[config.mk]
export PLATFORM = sky130hd
export DESIGN_NAME = load_extract
export DESIGN_NICKNAME = d
export VERILOG_FILES = /design/src/mem_pkg.sv /design/src/load_extract.sv
export SDC_FILE = /design/constraint.sdc
export NUM_CORES = 1
export LEC_CHECK = 0
export ABC_AREA = 0
export BUFFER_PORTS_ARGS = -buffer_cell sky130_fd_sc_hd__buf_2
export CAP_MARGIN = 15
export CORE_MARGIN = 4
export CORE_UTILIZATION = 30
export CTS_CLUSTER_DIAMETER = 150
export DETAILED_ROUTE_END_ITERATION = 8
export PLACE_DENSITY = 0.69
export SLEW_MARGIN = 20
export SYNTH_ARGS = -nofsm -noshare
export SYNTH_HDL_FRONTEND = slang
export SYNTH_SLANG_ARGS = --single-unit
[constraint.sdc]
create_clock -name clk -period 3.6 [get_ports clk]
set_clock_uncertainty 0.05 [all_clocks]
set_input_delay 0.54 -clock clk [delete_from_list [all_inputs] [get_ports clk]]
set_output_delay 0.54 -clock clk [all_outputs]
set_load 0.01 [all_outputs]
[src/mem_pkg.sv]
`default_nettype none

package mem_pkg;

    // word geometry
    localparam int word_width     = 32;
    localparam int bytes_per_word = 4;
    localparam int lane_width     = $clog2(bytes_per_word);

    // address widths, word address plus lane offset
    localparam int mem_addr_width  = 10;
    localparam int byte_addr_width = mem_addr_width + lane_width;

    typedef logic [word_width-1:0]      word_t;
    typedef logic [mem_addr_width-1:0]  word_addr_t;
    typedef logic [byte_addr_width-1:0] byte_addr_t;
    typedef logic [bytes_per_word-1:0]  byte_en_t;

    typedef enum logic [1:0] {
        size_byte = 2'b00,
        size_half = 2'b01,
        size_word = 2'b10
    } access_size_t;

    // returned by the RAM when a read hits a same-cycle write
    localparam word_t collision_marker = word_t'(32'hdeadbeef);

    // read data in the cycle after reset
    localparam word_t reset_read_value = '0;

    // halfword needs bit 0 clear and word needs both low bits clear
    function automatic logic is_misaligned(input byte_addr_t addr, input access_size_t size);
        logic bad;
        case (size)
            size_byte: bad = 1'b0;
            size_half: bad = addr[0];
            size_word: bad = |addr[lane_width-1:0];
            // unused encoding is never a legal access
            default:   bad = 1'b1;
        endcase
        return bad;
    endfunction

endpackage

`default_nettype wire

[src/load_extract.sv]
`timescale 1ns/1ps
`default_nettype none

module load_extract (
    input  logic                  clk,
    input  logic                  reset_reg,

    // load request
    input  logic                  ld_valid,
    input  mem_pkg::byte_addr_t   ld_addr,
    input  mem_pkg::access_size_t ld_size,
    input  logic                  ld_signed,

    // load result
    output logic                  ld_done,
    output mem_pkg::word_t        ld_data,
    output logic                  ld_collision,
    output logic                  ld_misaligned,

    // RAM read port
    output mem_pkg::word_addr_t   rd_addr,
    input  mem_pkg::word_t        rd_data,
    input  logic                  rd_collision
);

    import mem_pkg::*;

    // context of the request whose read is in the RAM
    logic                  valid_q;
    logic                  misaligned_q;
    logic [lane_width-1:0] lane_q;
    access_size_t          size_q;
    logic                  signed_q;

    word_t lane_word;
    word_t result;
    logic  drop;

    // RAM reads every cycle, address straight from the request
    assign rd_addr = ld_addr[byte_addr_width-1:lane_width];

    always_ff @(posedge clk) begin
        if (reset_reg) begin
            valid_q      <= 1'b0;
            misaligned_q <= 1'b0;
        end else begin
            valid_q      <= ld_valid;
            misaligned_q <= ld_valid && is_misaligned(ld_addr, ld_size);
        end
    end

    always_ff @(posedge clk) begin
        lane_q   <= ld_addr[lane_width-1:0];
        size_q   <= ld_size;
        signed_q <= ld_signed;
    end

    // addressed lane moved down to bit 0
    assign lane_word = rd_data >> {lane_q, 3'b000};

    always_comb begin
        case (size_q)
            size_byte: result = {{(word_width - 8){signed_q & lane_word[7]}}, lane_word[7:0]};
            size_half: result = {{(word_width - 16){signed_q & lane_word[15]}}, lane_word[15:0]};
            default:   result = rd_data;
        endcase
    end

    // marker and misaligned reads never reach ld_data
    assign drop = misaligned_q || rd_collision;

    always_ff @(posedge clk) begin
        if (reset_reg) begin
            ld_done       <= 1'b0;
            ld_collision  <= 1'b0;
            ld_misaligned <= 1'b0;
            ld_data       <= '0;
        end else begin
            ld_done       <= valid_q;
            ld_collision  <= valid_q && !misaligned_q && rd_collision;
            ld_misaligned <= misaligned_q;
            ld_data       <= (valid_q && !drop) ? result : '0;
        end
    end

endmodule

`default_nettype wire

==> impl_metrics.env <==
export IMPL_wire_per_inst_um=14.0
export IMPL_hold_buffers=0
export IMPL_clk_pin_slew_ps=70
export IMPL_path_cells="and2b_1, a21oi_1, a221o_2, a21oi_1"
export IMPL_status="complete, no violations"
export IMPL_routed_wl_mm=4.30
export IMPL_finalNetCount=286
export IMPL_setup_violations=0
export IMPL_synthSimpleGateAreaFrac_pct=11.5
export IMPL_ant_nets=0
export IMPL_place_gp_congestion=0.853
export IMPL_critPathMostFrequentCell="a21oi_1"
export IMPL_dieArea_mm2=0.00700
export IMPL_viasPerCell=4.61
export IMPL_worstPathMaxFanout=20
export IMPL_relSlewSlack_pct=45.8
export IMPL_synth_area_per_cell_um2=9.82
export IMPL_final_min_clock_period_ps=2150
export IMPL_htree_levels=2
export IMPL_p_int_mw=0.655
export IMPL_synth_xor_area_share_pct=0
export IMPL_ys_seq_area_share_pct=48.9
export IMPL_synth_cell_area_mm2=0.00172
export IMPL_synthDistinctLibCells=27
export IMPL_p_clk_share_pct=31.4
export IMPL_grt_max_degree=26
export IMPL_synthMuxAreaShare_pct=5.90
export IMPL_cp_top_family="compound AO/OA/AOI/OAI gates"
export IMPL_p_sw_mw=0.205
export IMPL_dp_hpwl_mm=3.38
export IMPL_power_switching_share_pct=23.8
export IMPL_endpoint_kind="flip-flop"
export IMPL_worst_pin_slew_ps=811
export IMPL_layout_setup_ws_ps=1450
export IMPL_critPathMaxStageDelay_ps=740
export IMPL_fp_row_count=27
export IMPL_grt_pass1_wl_mm=6.87
export IMPL_insertion_delay_ps=280
export IMPL_initial_core_util_pct=31.0
export IMPL_synth_nets=226
export IMPL_cts_sinks=42
export IMPL_cts_buffer_depth=2
export IMPL_crit_required_ps=3760
export IMPL_final_hold_violation_count=0
export IMPL_cts_root_buf="clkbuf_8"
export IMPL_core_area_mm2=0.00554
export IMPL_synth_seq_cells=42
export IMPL_fin_total_pwr_mw=0.860
export IMPL_worst_setup_path_start_kind="flip-flop"
export IMPL_drv_cap=0
export IMPL_place_ws_ps=1500
export IMPL_cts_made_buffers=5
export IMPL_syn_instance_count=175
export IMPL_combPwrFrac_pct=12.1
export IMPL_overflow=0
export IMPL_crit_type="flip-flop to flip-flop"
export IMPL_grt_pass1_vias=1418
export IMPL_crit_buf_inv=0
export IMPL_diodes=0
export IMPL_die_x_um=83.7
export IMPL_final_layout_size_suffix_gt1_share_pct=43.8
export IMPL_ir_drop_mv=0.158
export IMPL_grt_antenna_before_repair=0
export IMPL_vias=1416
export IMPL_n_fill_cell=575
export IMPL_port_buffer_count=75
export IMPL_min_path_type="primary input to flip-flop"
export IMPL_die_h_um=83.7
export IMPL_area_delta_synth_final_pct=23.9
export IMPL_synth_compound_area_share_pct=25.3
export IMPL_synth_fa_ha_area_share_pct=0
export IMPL_yosysWarnings=0
export IMPL_cts_setup_buffers=0
export IMPL_dr_pass1_iters=4
export IMPL_drv_slew=0
export IMPL_p_seq_share_pct=56.5
export IMPL_cp_data_arrival_time_ps=2310
export IMPL_synth_top_family_by_area="compound AO/OA/AOI/OAI gates"
export IMPL_fmax_mhz=465
export IMPL_period_share_pct=59.7
export IMPL_multiInputGateArea_um2=734
export IMPL_slowest_stage="dfxtp_1"
export IMPL_gr_usage_all_layers_pct=12.5
export IMPL_setup_tns_final_ps=0
export IMPL_pin_count=96
export IMPL_cts_tree="built"
export IMPL_seqCellArea_um2=841
export IMPL_cts_resized=0
export IMPL_drc=0
export IMPL_p_per_area_mw_per_mm2=404
export IMPL_first_iter_violations=81
export IMPL_rsz0062_at_grt="false"
export IMPL_p_leak_nw=0.988
==> flip-flops by register name, summed over array words and instances, names as in the netlist <==
register       flops
ld_data           32
lane_q             2
size_q             2
ld_collision       1
ld_done            1
ld_misaligned      1
misaligned_q       1
signed_q           1
valid_q            1
==> layer usage <==
layer / up-vias / GRT usage (%) / part of all wire, % / routed length (um)
met5: - / 0 / 0 / 0
met4: 0 / 3.36 / 0.88 / 38
met3: 6 / 5.13 / 9.5 / 410
met2: 52 / 21.3 / 48 / 2050
met1: 630 / 14.5 / 42 / 1800
li1: 728 / - / - / -
==> kinds of logic after synthesis <==
logic type,Yosys count
mux,10
buf+inv,24
flops,42
simple gates,41
compound gates,58
==> per-stage QoR <==
step	hold slack [ps]	cell area, um^2	std cells	utilization, %
6_report	309	2130	307	38.4
5_1_grt	291	2130	307	38.4
4_1_cts	301	2130	307	38.4
3_5_place_dp	425	2050	300	37.0
3_3_place_gp	416	2050	300	37.0
2_1_floorplan	407	1720	175	-
==> worst paths after layout <==
check	end	from	cells past startpoint	slack, ps
max	ld_data[21]	lane_q[0]	4	1450
min	signed_q	ld_signed	1	310
max reg2reg	ld_data[21]	lane_q[0]	4	1450
min reg2reg	ld_done	valid_q	1	430
==> cell usage after synthesis, drive strengths merged <==
| cell | number | area share [%] |
|---|---|---|
| a21oi | 34 | 13 |
| a221o | 1 | 0.66 |
| a22oi | 8 | 3.5 |
| and2b | 1 | 0.44 |
| and3b | 1 | 0.51 |
| buf | 13 | 5.9 |
| clkbuf | 10 | 2.2 |
| dfxtp | 42 | 49 |
| inv | 1 | 0.22 |
| mux2 | 1 | 0.66 |
| mux2i | 9 | 5.2 |
| nand2 | 17 | 3.7 |
| nand2b | 1 | 0.36 |
| nor2 | 10 | 2.2 |
| nor2b | 3 | 1.1 |
| nor3 | 1 | 0.29 |
| nor3b | 2 | 0.87 |
| o221a | 7 | 4.6 |
| o2bb2ai | 8 | 4.1 |
| or2 | 2 | 0.73 |
| or2b | 1 | 0.44 |
| or3 | 1 | 0.36 |
| or3b | 1 | 0.51 |
==> placed cells by master (no fill, tap or decap) <==
cell type	Yosys	layout
nor2_1	10	10
nor3_1	1	1
buf_2	0	75
mux2_2	1	1
nor2b_1	3	3
or3_1	1	1
and2b_1	1	1
dfxtp_1	42	42
and3b_1	1	1
clkbuf_8	0	5
o221a_2	7	7
nand2_1	17	17
buf_4	10	1
a21oi_4	1	1
mux2i_1	9	9
nor3b_1	2	2
a21oi_2	9	9
clkbuf_1	10	2
inv_1	1	1
a221o_2	1	1
o2bb2ai_1	8	8
nand2b_1	1	1
a22oi_1	8	8
or2b_1	1	1
a21oi_1	24	24
or2_2	2	2
or3b_2	1	1
==> cell type report <==
class,instances,share of cell area [%]
inverter,1,0.176
tap,72,4.23
multi-input combinational,109,34.5
sequential,42,39.5
timing repair buffer,76,18.0
clock buffer,7,3.59
==> power by group through the flow <==
stage	clock network (mW)	registers, mW	logic (mW)
3_3_place_gp	0	0.496	0.104
2_1_floorplan	0	0.493	0.0737
3_5_place_dp	0	0.496	0.105
4_1_cts	0.280	0.486	0.105
6_report	0.270	0.486	0.104
5_1_grt	0.302	0.487	0.116
Note: power is estimated with default switching activity, not from simulation.
