File: config.mk
export PLATFORM = sky130hd
export DESIGN_NAME = store_align
export DESIGN_NICKNAME = d
export VERILOG_FILES = /design/src/mem_pkg.sv /design/src/store_align.sv
export SDC_FILE = /design/constraint.sdc
export NUM_CORES = 1
export LEC_CHECK = 0
export BUFFER_PORTS_ARGS = -buffer_cell sky130_fd_sc_hd__buf_2
export CORE_MARGIN = 2
export CORE_UTILIZATION = 29
export DETAILED_ROUTE_END_ITERATION = 10
export GPL_ROUTABILITY_DRIVEN = 0
export GPL_TIMING_DRIVEN = 0
export PLACE_DENSITY = 0.88
export SYNTH_ARGS = -nofsm -noshare
export SYNTH_HDL_FRONTEND = slang
export SYNTH_SLANG_ARGS = --single-unit
File: constraint.sdc
create_clock -name clk -period 1.1 [get_ports clk]
set_input_delay 0.165 -clock clk [delete_from_list [all_inputs] [get_ports clk]]
set_output_delay 0.165 -clock clk [all_outputs]
set_load 0.005 [all_outputs]
File: src/mem_pkg.sv
`default_nettype none

package mem_pkg;

    // word geometry
    localparam int word_width     = 32;
    localparam int bytes_per_word = 4;
    localparam int lane_width     = $clog2(bytes_per_word);

    // address widths, word address plus lane offset
    localparam int mem_addr_width  = 10;
    localparam int byte_addr_width = mem_addr_width + lane_width;

    typedef logic [word_width-1:0]      word_t;
    typedef logic [mem_addr_width-1:0]  word_addr_t;
    typedef logic [byte_addr_width-1:0] byte_addr_t;
    typedef logic [bytes_per_word-1:0]  byte_en_t;

    typedef enum logic [1:0] {
        size_byte = 2'b00,
        size_half = 2'b01,
        size_word = 2'b10
    } access_size_t;

    // returned by the RAM when a read hits a same-cycle write
    localparam word_t collision_marker = word_t'(32'hdeadbeef);

    // read data in the cycle after reset
    localparam word_t reset_read_value = '0;

    // halfword needs bit 0 clear and word needs both low bits clear
    function automatic logic is_misaligned(input byte_addr_t addr, input access_size_t size);
        logic bad;
        case (size)
            size_byte: bad = 1'b0;
            size_half: bad = addr[0];
            size_word: bad = |addr[lane_width-1:0];
            // unused encoding is never a legal access
            default:   bad = 1'b1;
        endcase
        return bad;
    endfunction

endpackage

`default_nettype wire

File: src/store_align.sv
`timescale 1ns/1ps
`default_nettype none

module store_align (
    input  logic                  clk,
    input  logic                  reset_reg,

    // store request
    input  logic                  st_valid,
    input  mem_pkg::byte_addr_t   st_addr,
    input  mem_pkg::access_size_t st_size,
    input  mem_pkg::word_t        st_data,
    output logic                  st_misaligned,

    // RAM write port
    output mem_pkg::byte_en_t     wr_byte_en,
    output mem_pkg::word_addr_t   wr_addr,
    output mem_pkg::word_t        wr_data
);

    import mem_pkg::*;

    logic [lane_width-1:0] lane;
    logic                  bad_align;
    byte_en_t              lane_en;

    assign lane      = st_addr[lane_width-1:0];
    assign bad_align = is_misaligned(st_addr, st_size);
    assign wr_addr   = st_addr[byte_addr_width-1:lane_width];

    // replicate narrow data into every lane and let the enables pick
    always_comb begin
        case (st_size)
            size_byte: begin
                lane_en = byte_en_t'(1) << lane;
                wr_data = {bytes_per_word{st_data[7:0]}};
            end
            size_half: begin
                lane_en = byte_en_t'(3) << lane;
                wr_data = {(bytes_per_word / 2){st_data[15:0]}};
            end
            default: begin
                lane_en = '1;
                wr_data = st_data;
            end
        endcase
    end

    // nonzero enables are the write strobe
    assign wr_byte_en = (st_valid && !bad_align) ? lane_en : '0;

    // misalignment reported one cycle after the request
    always_ff @(posedge clk) begin
        if (reset_reg) begin
            st_misaligned <= 1'b0;
        end else begin
            st_misaligned <= st_valid && bad_align;
        end
    end

endmodule

`default_nettype wire

==> key figures, run 1 <==
GRT
  • GRT Residual Overflow: 0
  • First-pass GRT wire length: between 3 and 4 mm
  • Vias in the first global route: between 800 and 900
  • Initial antenna violation count: 0
  • Grt met2 use: 0.329
  • GRT Total Usage: 0.172
  • Busiest grt layer: met2
  • GR Layer Usage met1: 0.212
  • Largest net degree at the start of global routing: 11
  • Met3 Resource Use GR: 0.0298

Power and ir drop
  • Design Power: about 540 uW
  • Logic pwr share: 0.928
  • Power Internal: approximately 350 uW
  • Sw power: roughly 190 uW
  • PD cells: between 400 and 500 nW/um^2
  • Leakage: just over 0.0007 uW
  • Clock Power Share: 0
  • Worst VDD drop: roughly 0.27 mV
  • Switching Fraction: 0.349
  • Seq pwr share: 0.072

Yosys
  • Register area share after synthesis: 0.0321
  • Avg Inst Size Synth: around 7.9 um^2
  • Synth warn: 0
  • Ys flop type: dfxtp_1
  • Synth async-reset ratio: 0
  • EDFF count, synth: 0
  • Flops & latches, synth: 1
  • Synth cell types: 21
  • Synthesized net count: ~130
  • Synth Cell Area: about 620 um^2
  • Post-Syn Instances: slightly below 80

Route
  • Vias: between 900 and 1000
  • Antenna-violating nets left: 0
  • Detailed Routing Iterations Pass 1: 4
  • Drt via density: about 4.7
  • 1st-iter DRT viols: 15
  • Final WL: 2.38 mm
  • Drc violations: 0
  • Post-DR wirelength/cell: approximately 12 um

Floorplan
  • Core area: 2000 um^2
  • Initial Util: 0.312
  • Die Ht: about 50 um
  • # rows: 16
  • Die Width: ~50 um
  • Top-Level Pins: 96
  • Die footprint: between 2000 and 3000 um^2

Outcome
  • Status: finished, violations left
  • Failing checks: negative setup slack

Final layout
  • Final core utilization: 0.633
  • Share of cells above drive strength 1: 0.796
  • Max FFs per register: 1
  • Largest reg by FF count: st_misaligned
  • Synth-to-Final Area Change: 103%
  • Nets: 218
  • Biggest regs: st_misaligned (1)
  • N_diodes: 0
  • Finished layout cell area: 1270 um^2

Critical path
  • Crit path DAT: around 1100 ps
  • Max FO, Critical Path: 7
  • Worst Setup End Kind: output port
  • CP Launch Type: input pin
  • Critical path class: input pin to output port
  • Worst path required time: about 940 ps

Placement
  • Placed Area: 1080 um^2
  • DPL Wire Length: approximately 1.7 mm
  • IO Port Bufs: 84
  • Setup slack at placement: -289 ps

Job
  • Max-Cap Viols: 0

STA
  • Setup TNS: -618 ps
  • Final Setup Violations: 16
  • Worst setup margin: -119 ps
  • Final hold viol count: 0
  • Worst slew pin tran: between 400 and 500 ps
  • Final Max Tran Viols: 0
  • Achievable Freq: around 820 MHz
  • RSZ-0062 raised after global routing: true
  • Crit share post-route: 1.11
  • Final worst path period need: around 1200 ps
  • Relative slew slack: 0.677

Worst hold path
  • Hold Path Depth: 2
  • Hold Crit Start: reset_reg
  • Hold Crit Class: input pin to flop
  • Hold EP: st_misaligned

CTS
  • Reg clk slew, reported paths: 0 ps
-- layout make-up --
| class | instances | area, um^2 |
|---|---|---|
| Buffer | 23 | 188 |
| Fill cell | 184 | 736 |
| Inverter | 1 | 3.75 |
| Multi-Input combinational cell | 54 | 488 |
| Sequential cell | 1 | 20.0 |
| Tap cell | 27 | 33.8 |
| Timing Repair Buffer | 88 | 533 |
-- cell usage after synthesis, types with 2 or more instances --
cell | count | area (um^2)
buf_2 | 3 | 15.0
mux2i_1 | 8 | 80.1
nand2_1 | 9 | 33.8
or3b_1 | 2 | 17.5
buf_4 | 19 | 143
mux2_2 | 16 | 180
o21ai_0 | 8 | 40.0
-- power groups by stage --
stage               Clock [uW]  Sequential (uW)  Combinational (uW)
detailed placement           0             39.1                 410
floorplan                    0             39.6                 206
finish                       0             39.1                 505
global route                 0             39.1                 547
CTS                          0             39.1                 497
global placement             0             39.1                 404
-- cells in the final DEF, fill, tap and decap left out, drive strengths merged --
cell type / instances
buf: 111
dfxtp: 1
or3b: 2
o21ai: 8
nor2: 1
or3: 1
a2111oi: 1
nor4: 1
nor3: 1
xnor2: 1
mux2: 16
o22ai: 1
nand2: 9
a211oi: 1
o32ai: 1
mux2i: 8
inv: 1
nand2b: 1
a21oi: 1
-- logic make-up (layout without fill, tap and decap cells) --
kind of cell / Yosys count / in the layout / share of synthesized area
multiplexers: 24 / 24 / 0.417
buffers and inverters: 24 / 112 / 0.277
AND/OR/NAND/NOR: 16 / 16 / 0.130
AO/OA/AOI/OAI: 13 / 13 / 0.130
XOR/XNOR: 1 / 1 / 0.0140
flip-flops: 1 / 1 / 0.0321
-- layer usage --
layer | wire length, um | part of all wire
met1 | 970 | 0.41
met2 | 1110 | 0.47
met3 | 290 | 0.12
met4 | 0 | 0
met5 | 0 | 0
-- through the flow --
stage | cells | hold WS, ps
2_1_floorplan | 79 | 244
3_3_place_gp | 190 | 338
3_5_place_dp | 190 | 335
4_1_cts | 194 | 335
5_1_grt | 194 | 351
6_report | 194 | 336
-- how the worst max path moves through the flow --
stage	startpoint	endpoint	slack, ps
finish	st_size[1]	wr_byte_en[0]	-120
global route	st_size[1]	wr_byte_en[0]	-100
CTS	st_size[1]	wr_byte_en[1]	-40
detailed placement	st_size[1]	wr_data[15]	-290
global placement	st_size[1]	wr_data[12]	-290
floorplan	st_size[0]	wr_data[10]	40
-- what timing repair did --
| item | CTS | global route |
|---|---|---|
| cloned | 0 | 0 |
| hold buffers | 0 | 0 |
| pin swaps | 5 | 1 |
| endpoints found under the hold margin | 0 | 0 |
| gates resized for setup | 28 | 5 |
| buffers inserted | 4 | 0 |
| setup endpoints to repair | 28 | 23 |
-- worst max-delay path, stage by stage --
cell and delay (ps):
buf_8 110, buf_6 120, a2111oi_0 460, buf_2 200
Note: power is estimated with default switching activity, not from simulation.
==> run 2: changes to the inputs <==
CORE_UTILIZATION = 26   (was 29)
PLACE_DENSITY = 0.83   (was 0.88)
clock period = 1 ns   (was 1.1 ns; I/O delays follow)
==> run 2 against run 1 <==
The run still ends with negative setup slack left; worst setup slack worse by 12 ps; sequential cell count unchanged; largest power group unchanged; sequential power grew 10%; final area increased by 6.0%; routed wire length rose by 2.7%; combinational power increased by 20%; critical path depth is 1 higher; via count decreased by 0.11%; die area rose by 11%; global-route usage fell by 2.0 points; largest cell class unchanged; highest routed layer unchanged.
==> key figures, run 2 (same netlist as run 1, synthesis figures left out) <==
Route
  • Detailed Routing Iterations Pass 1: 3 (-1)
  • 1st-iter DRT viols: 7 (-8)
  • Post-DR wirelength/cell: 12.4 um (+1.7%)
  • Drt via density: 4.67 (-1.1%)
  • Antenna-violating nets left: 0 (unchanged)
  • Vias: 915 (-0.11%)
  • Final WL: 2.44 mm (+2.7%)
  • Drc violations: 0 (unchanged)

Final layout
  • Synth-to-Final Area Change: 115%
  • Biggest regs: st_misaligned (1)
  • Share of cells above drive strength 1: 0.804 (+0.00716)
  • Max FFs per register: 1 (unchanged)
  • Filler Cell Count: 206 (+12%)
  • Commonest non-fill, non-tap cell in the layout: buf_2
  • Nets: 219 (+0.46%)
  • Finished layout cell area: 1340 um^2 (+6.0%)
  • N_diodes: 0 (unchanged)
  • Largest reg by FF count: st_misaligned
  • Finished Layout Cells: 196 (+1.0%)
  • Most frequent cells in the layout: buf_2, buf_4, buf_6

Job
  • Max-Cap Viols: 0 (unchanged)

STA
  • Achievable Freq: just under 900 MHz
  • Fin Hold WS: 321 ps (-15.3 ps)
  • Relative slew slack: 0.724 (+0.0470)
  • Final Max Tran Viols: 0 (unchanged)
  • RSZ-0062 raised after global routing: true
  • Worst setup margin: -132 ps (-12.4 ps)
  • Final worst path period need: between 1000 and 1500 ps
  • Crit share post-route: 1.13
  • Final hold viol count: 0 (unchanged)
  • Final Setup Violations: 26 (+10)
  • Worst slew pin tran: 404 ps (-68.8 ps)

Power and ir drop
  • PD cells: 484 nW/um^2 (+13%)
  • Leakage: 0.000756 uW (+6.4%)
  • Worst VDD drop: 0.281 mV (+4.7%)

Worst hold path
  • Hold Crit Class: input pin to flop
  • Hold Path Depth: 2 (unchanged)
  • Hold Crit Start: reset_reg
  • Hold EP: st_misaligned

GRT
  • Initial antenna violation count: 0 (unchanged)
  • Met3 Resource Use GR: 0.0113 (-0.0185)
  • Vias in the first global route: 820 (-5.7%)
  • Grt met2 use: 0.306 (-0.0227)
  • Busiest grt layer: met2
  • GRT Total Usage: 0.153 (-0.0197)
  • GR Layer Usage met1: 0.184 (-0.0280)
  • First-pass GRT wire length: 3.39 mm (-5.4%)
  • Largest net degree at the start of global routing: 11 (unchanged)
  • GRT Residual Overflow: 0 (unchanged)

Outcome
  • Status: finished, violations left
  • Failing checks: negative setup slack

Critical path
  • Worst path required time: 850 ps (-90 ps)
  • CP Launch Type: input pin
  • Worst Setup End Kind: output port
  • Crit path DAT: 980 ps (-70 ps)
  • Critical path class: input pin to output port
  • Max FO, Critical Path: 6 (-1)

CTS
  • Reg clk slew, reported paths: 0 ps (unchanged)
  • CTS Hold Bufs: 0 (unchanged)

Floorplan
  • # rows: 17 (+1)
  • Core area: 2230 um^2 (+12%)
  • Initial Util: 0.280 (-0.0323)
  • Die Width: 53.0 um (+5.2%)
  • Top-Level Pins: 96 (unchanged)
  • Die footprint: 2810 um^2 (+11%)
  • Die Ht: 53.0 um (+5.2%)

Placement
  • IO Port Bufs: 84 (unchanged)
  • Placed Area: 1080 um^2 (+0.58%)
  • DPL Wire Length: 1.74 mm (+3.2%)
  • Cells after DPL: 191 (+0.53%)
run 2: what timing repair did:
action | CTS | global route
setup endpoints to repair | 28 | 28
pin swaps | 4 | 2
resized for setup | 24 | 30
buffers inserted | 5 | 0
run 2: per-layer routing:
layer  wire length, um  share of wire
met3               252           0.10
met4                 0              0
met1               930           0.38
met5                 0              0
met2              1260           0.52
run 2: report_power, final:
group	total (uW)	switching (uW)	internal, uW
Combinational	606	221	385
Clock	0	0	0
Sequential	43.0	0.295	42.7
Total	649	221	428
run 2: layout make-up:
class,count,area (um^2),area share
well taps,28,35.0,0.0261
plain buffers,23,191,0.143
multi-input cells,54,513,0.382
repair buffers,89,579,0.431
inverters,1,3.75,0.00280
flip-flops and latches,1,20.0,0.0149
run 2: worst max-delay path by stage:
stage	startpoint	endpoint	slack (ps)	cells past startpoint
after floorplan	st_size[0]	wr_byte_en[2]	20	3
after global placement	st_size[1]	wr_byte_en[1]	-280	5
after detailed placement	st_size[1]	wr_byte_en[1]	-300	5
after CTS	st_size[1]	wr_byte_en[1]	-130	5
after global routing	st_size[0]	wr_byte_en[2]	-160	4
final	st_size[1]	wr_byte_en[1]	-130	5
run 2: through the flow:
step / util / setup TNS (ps) / total power (uW) / setup slack (ps)
after floorplan: - / 0 / 272 / 15.7
final: 0.601 / -1700 / 649 / -132
after global placement: 0.486 / -5290 / 491 / -278
after CTS: 0.546 / -1590 / 574 / -133
after global routing: 0.601 / -2600 / 700 / -163
after detailed placement: 0.486 / -5190 / 497 / -296
run 2: critical path, stage by stage:
cell and delay, ps:
buf_8 110, buf_6 120, or3b_4 370, o22ai_2 100, buf_2 130
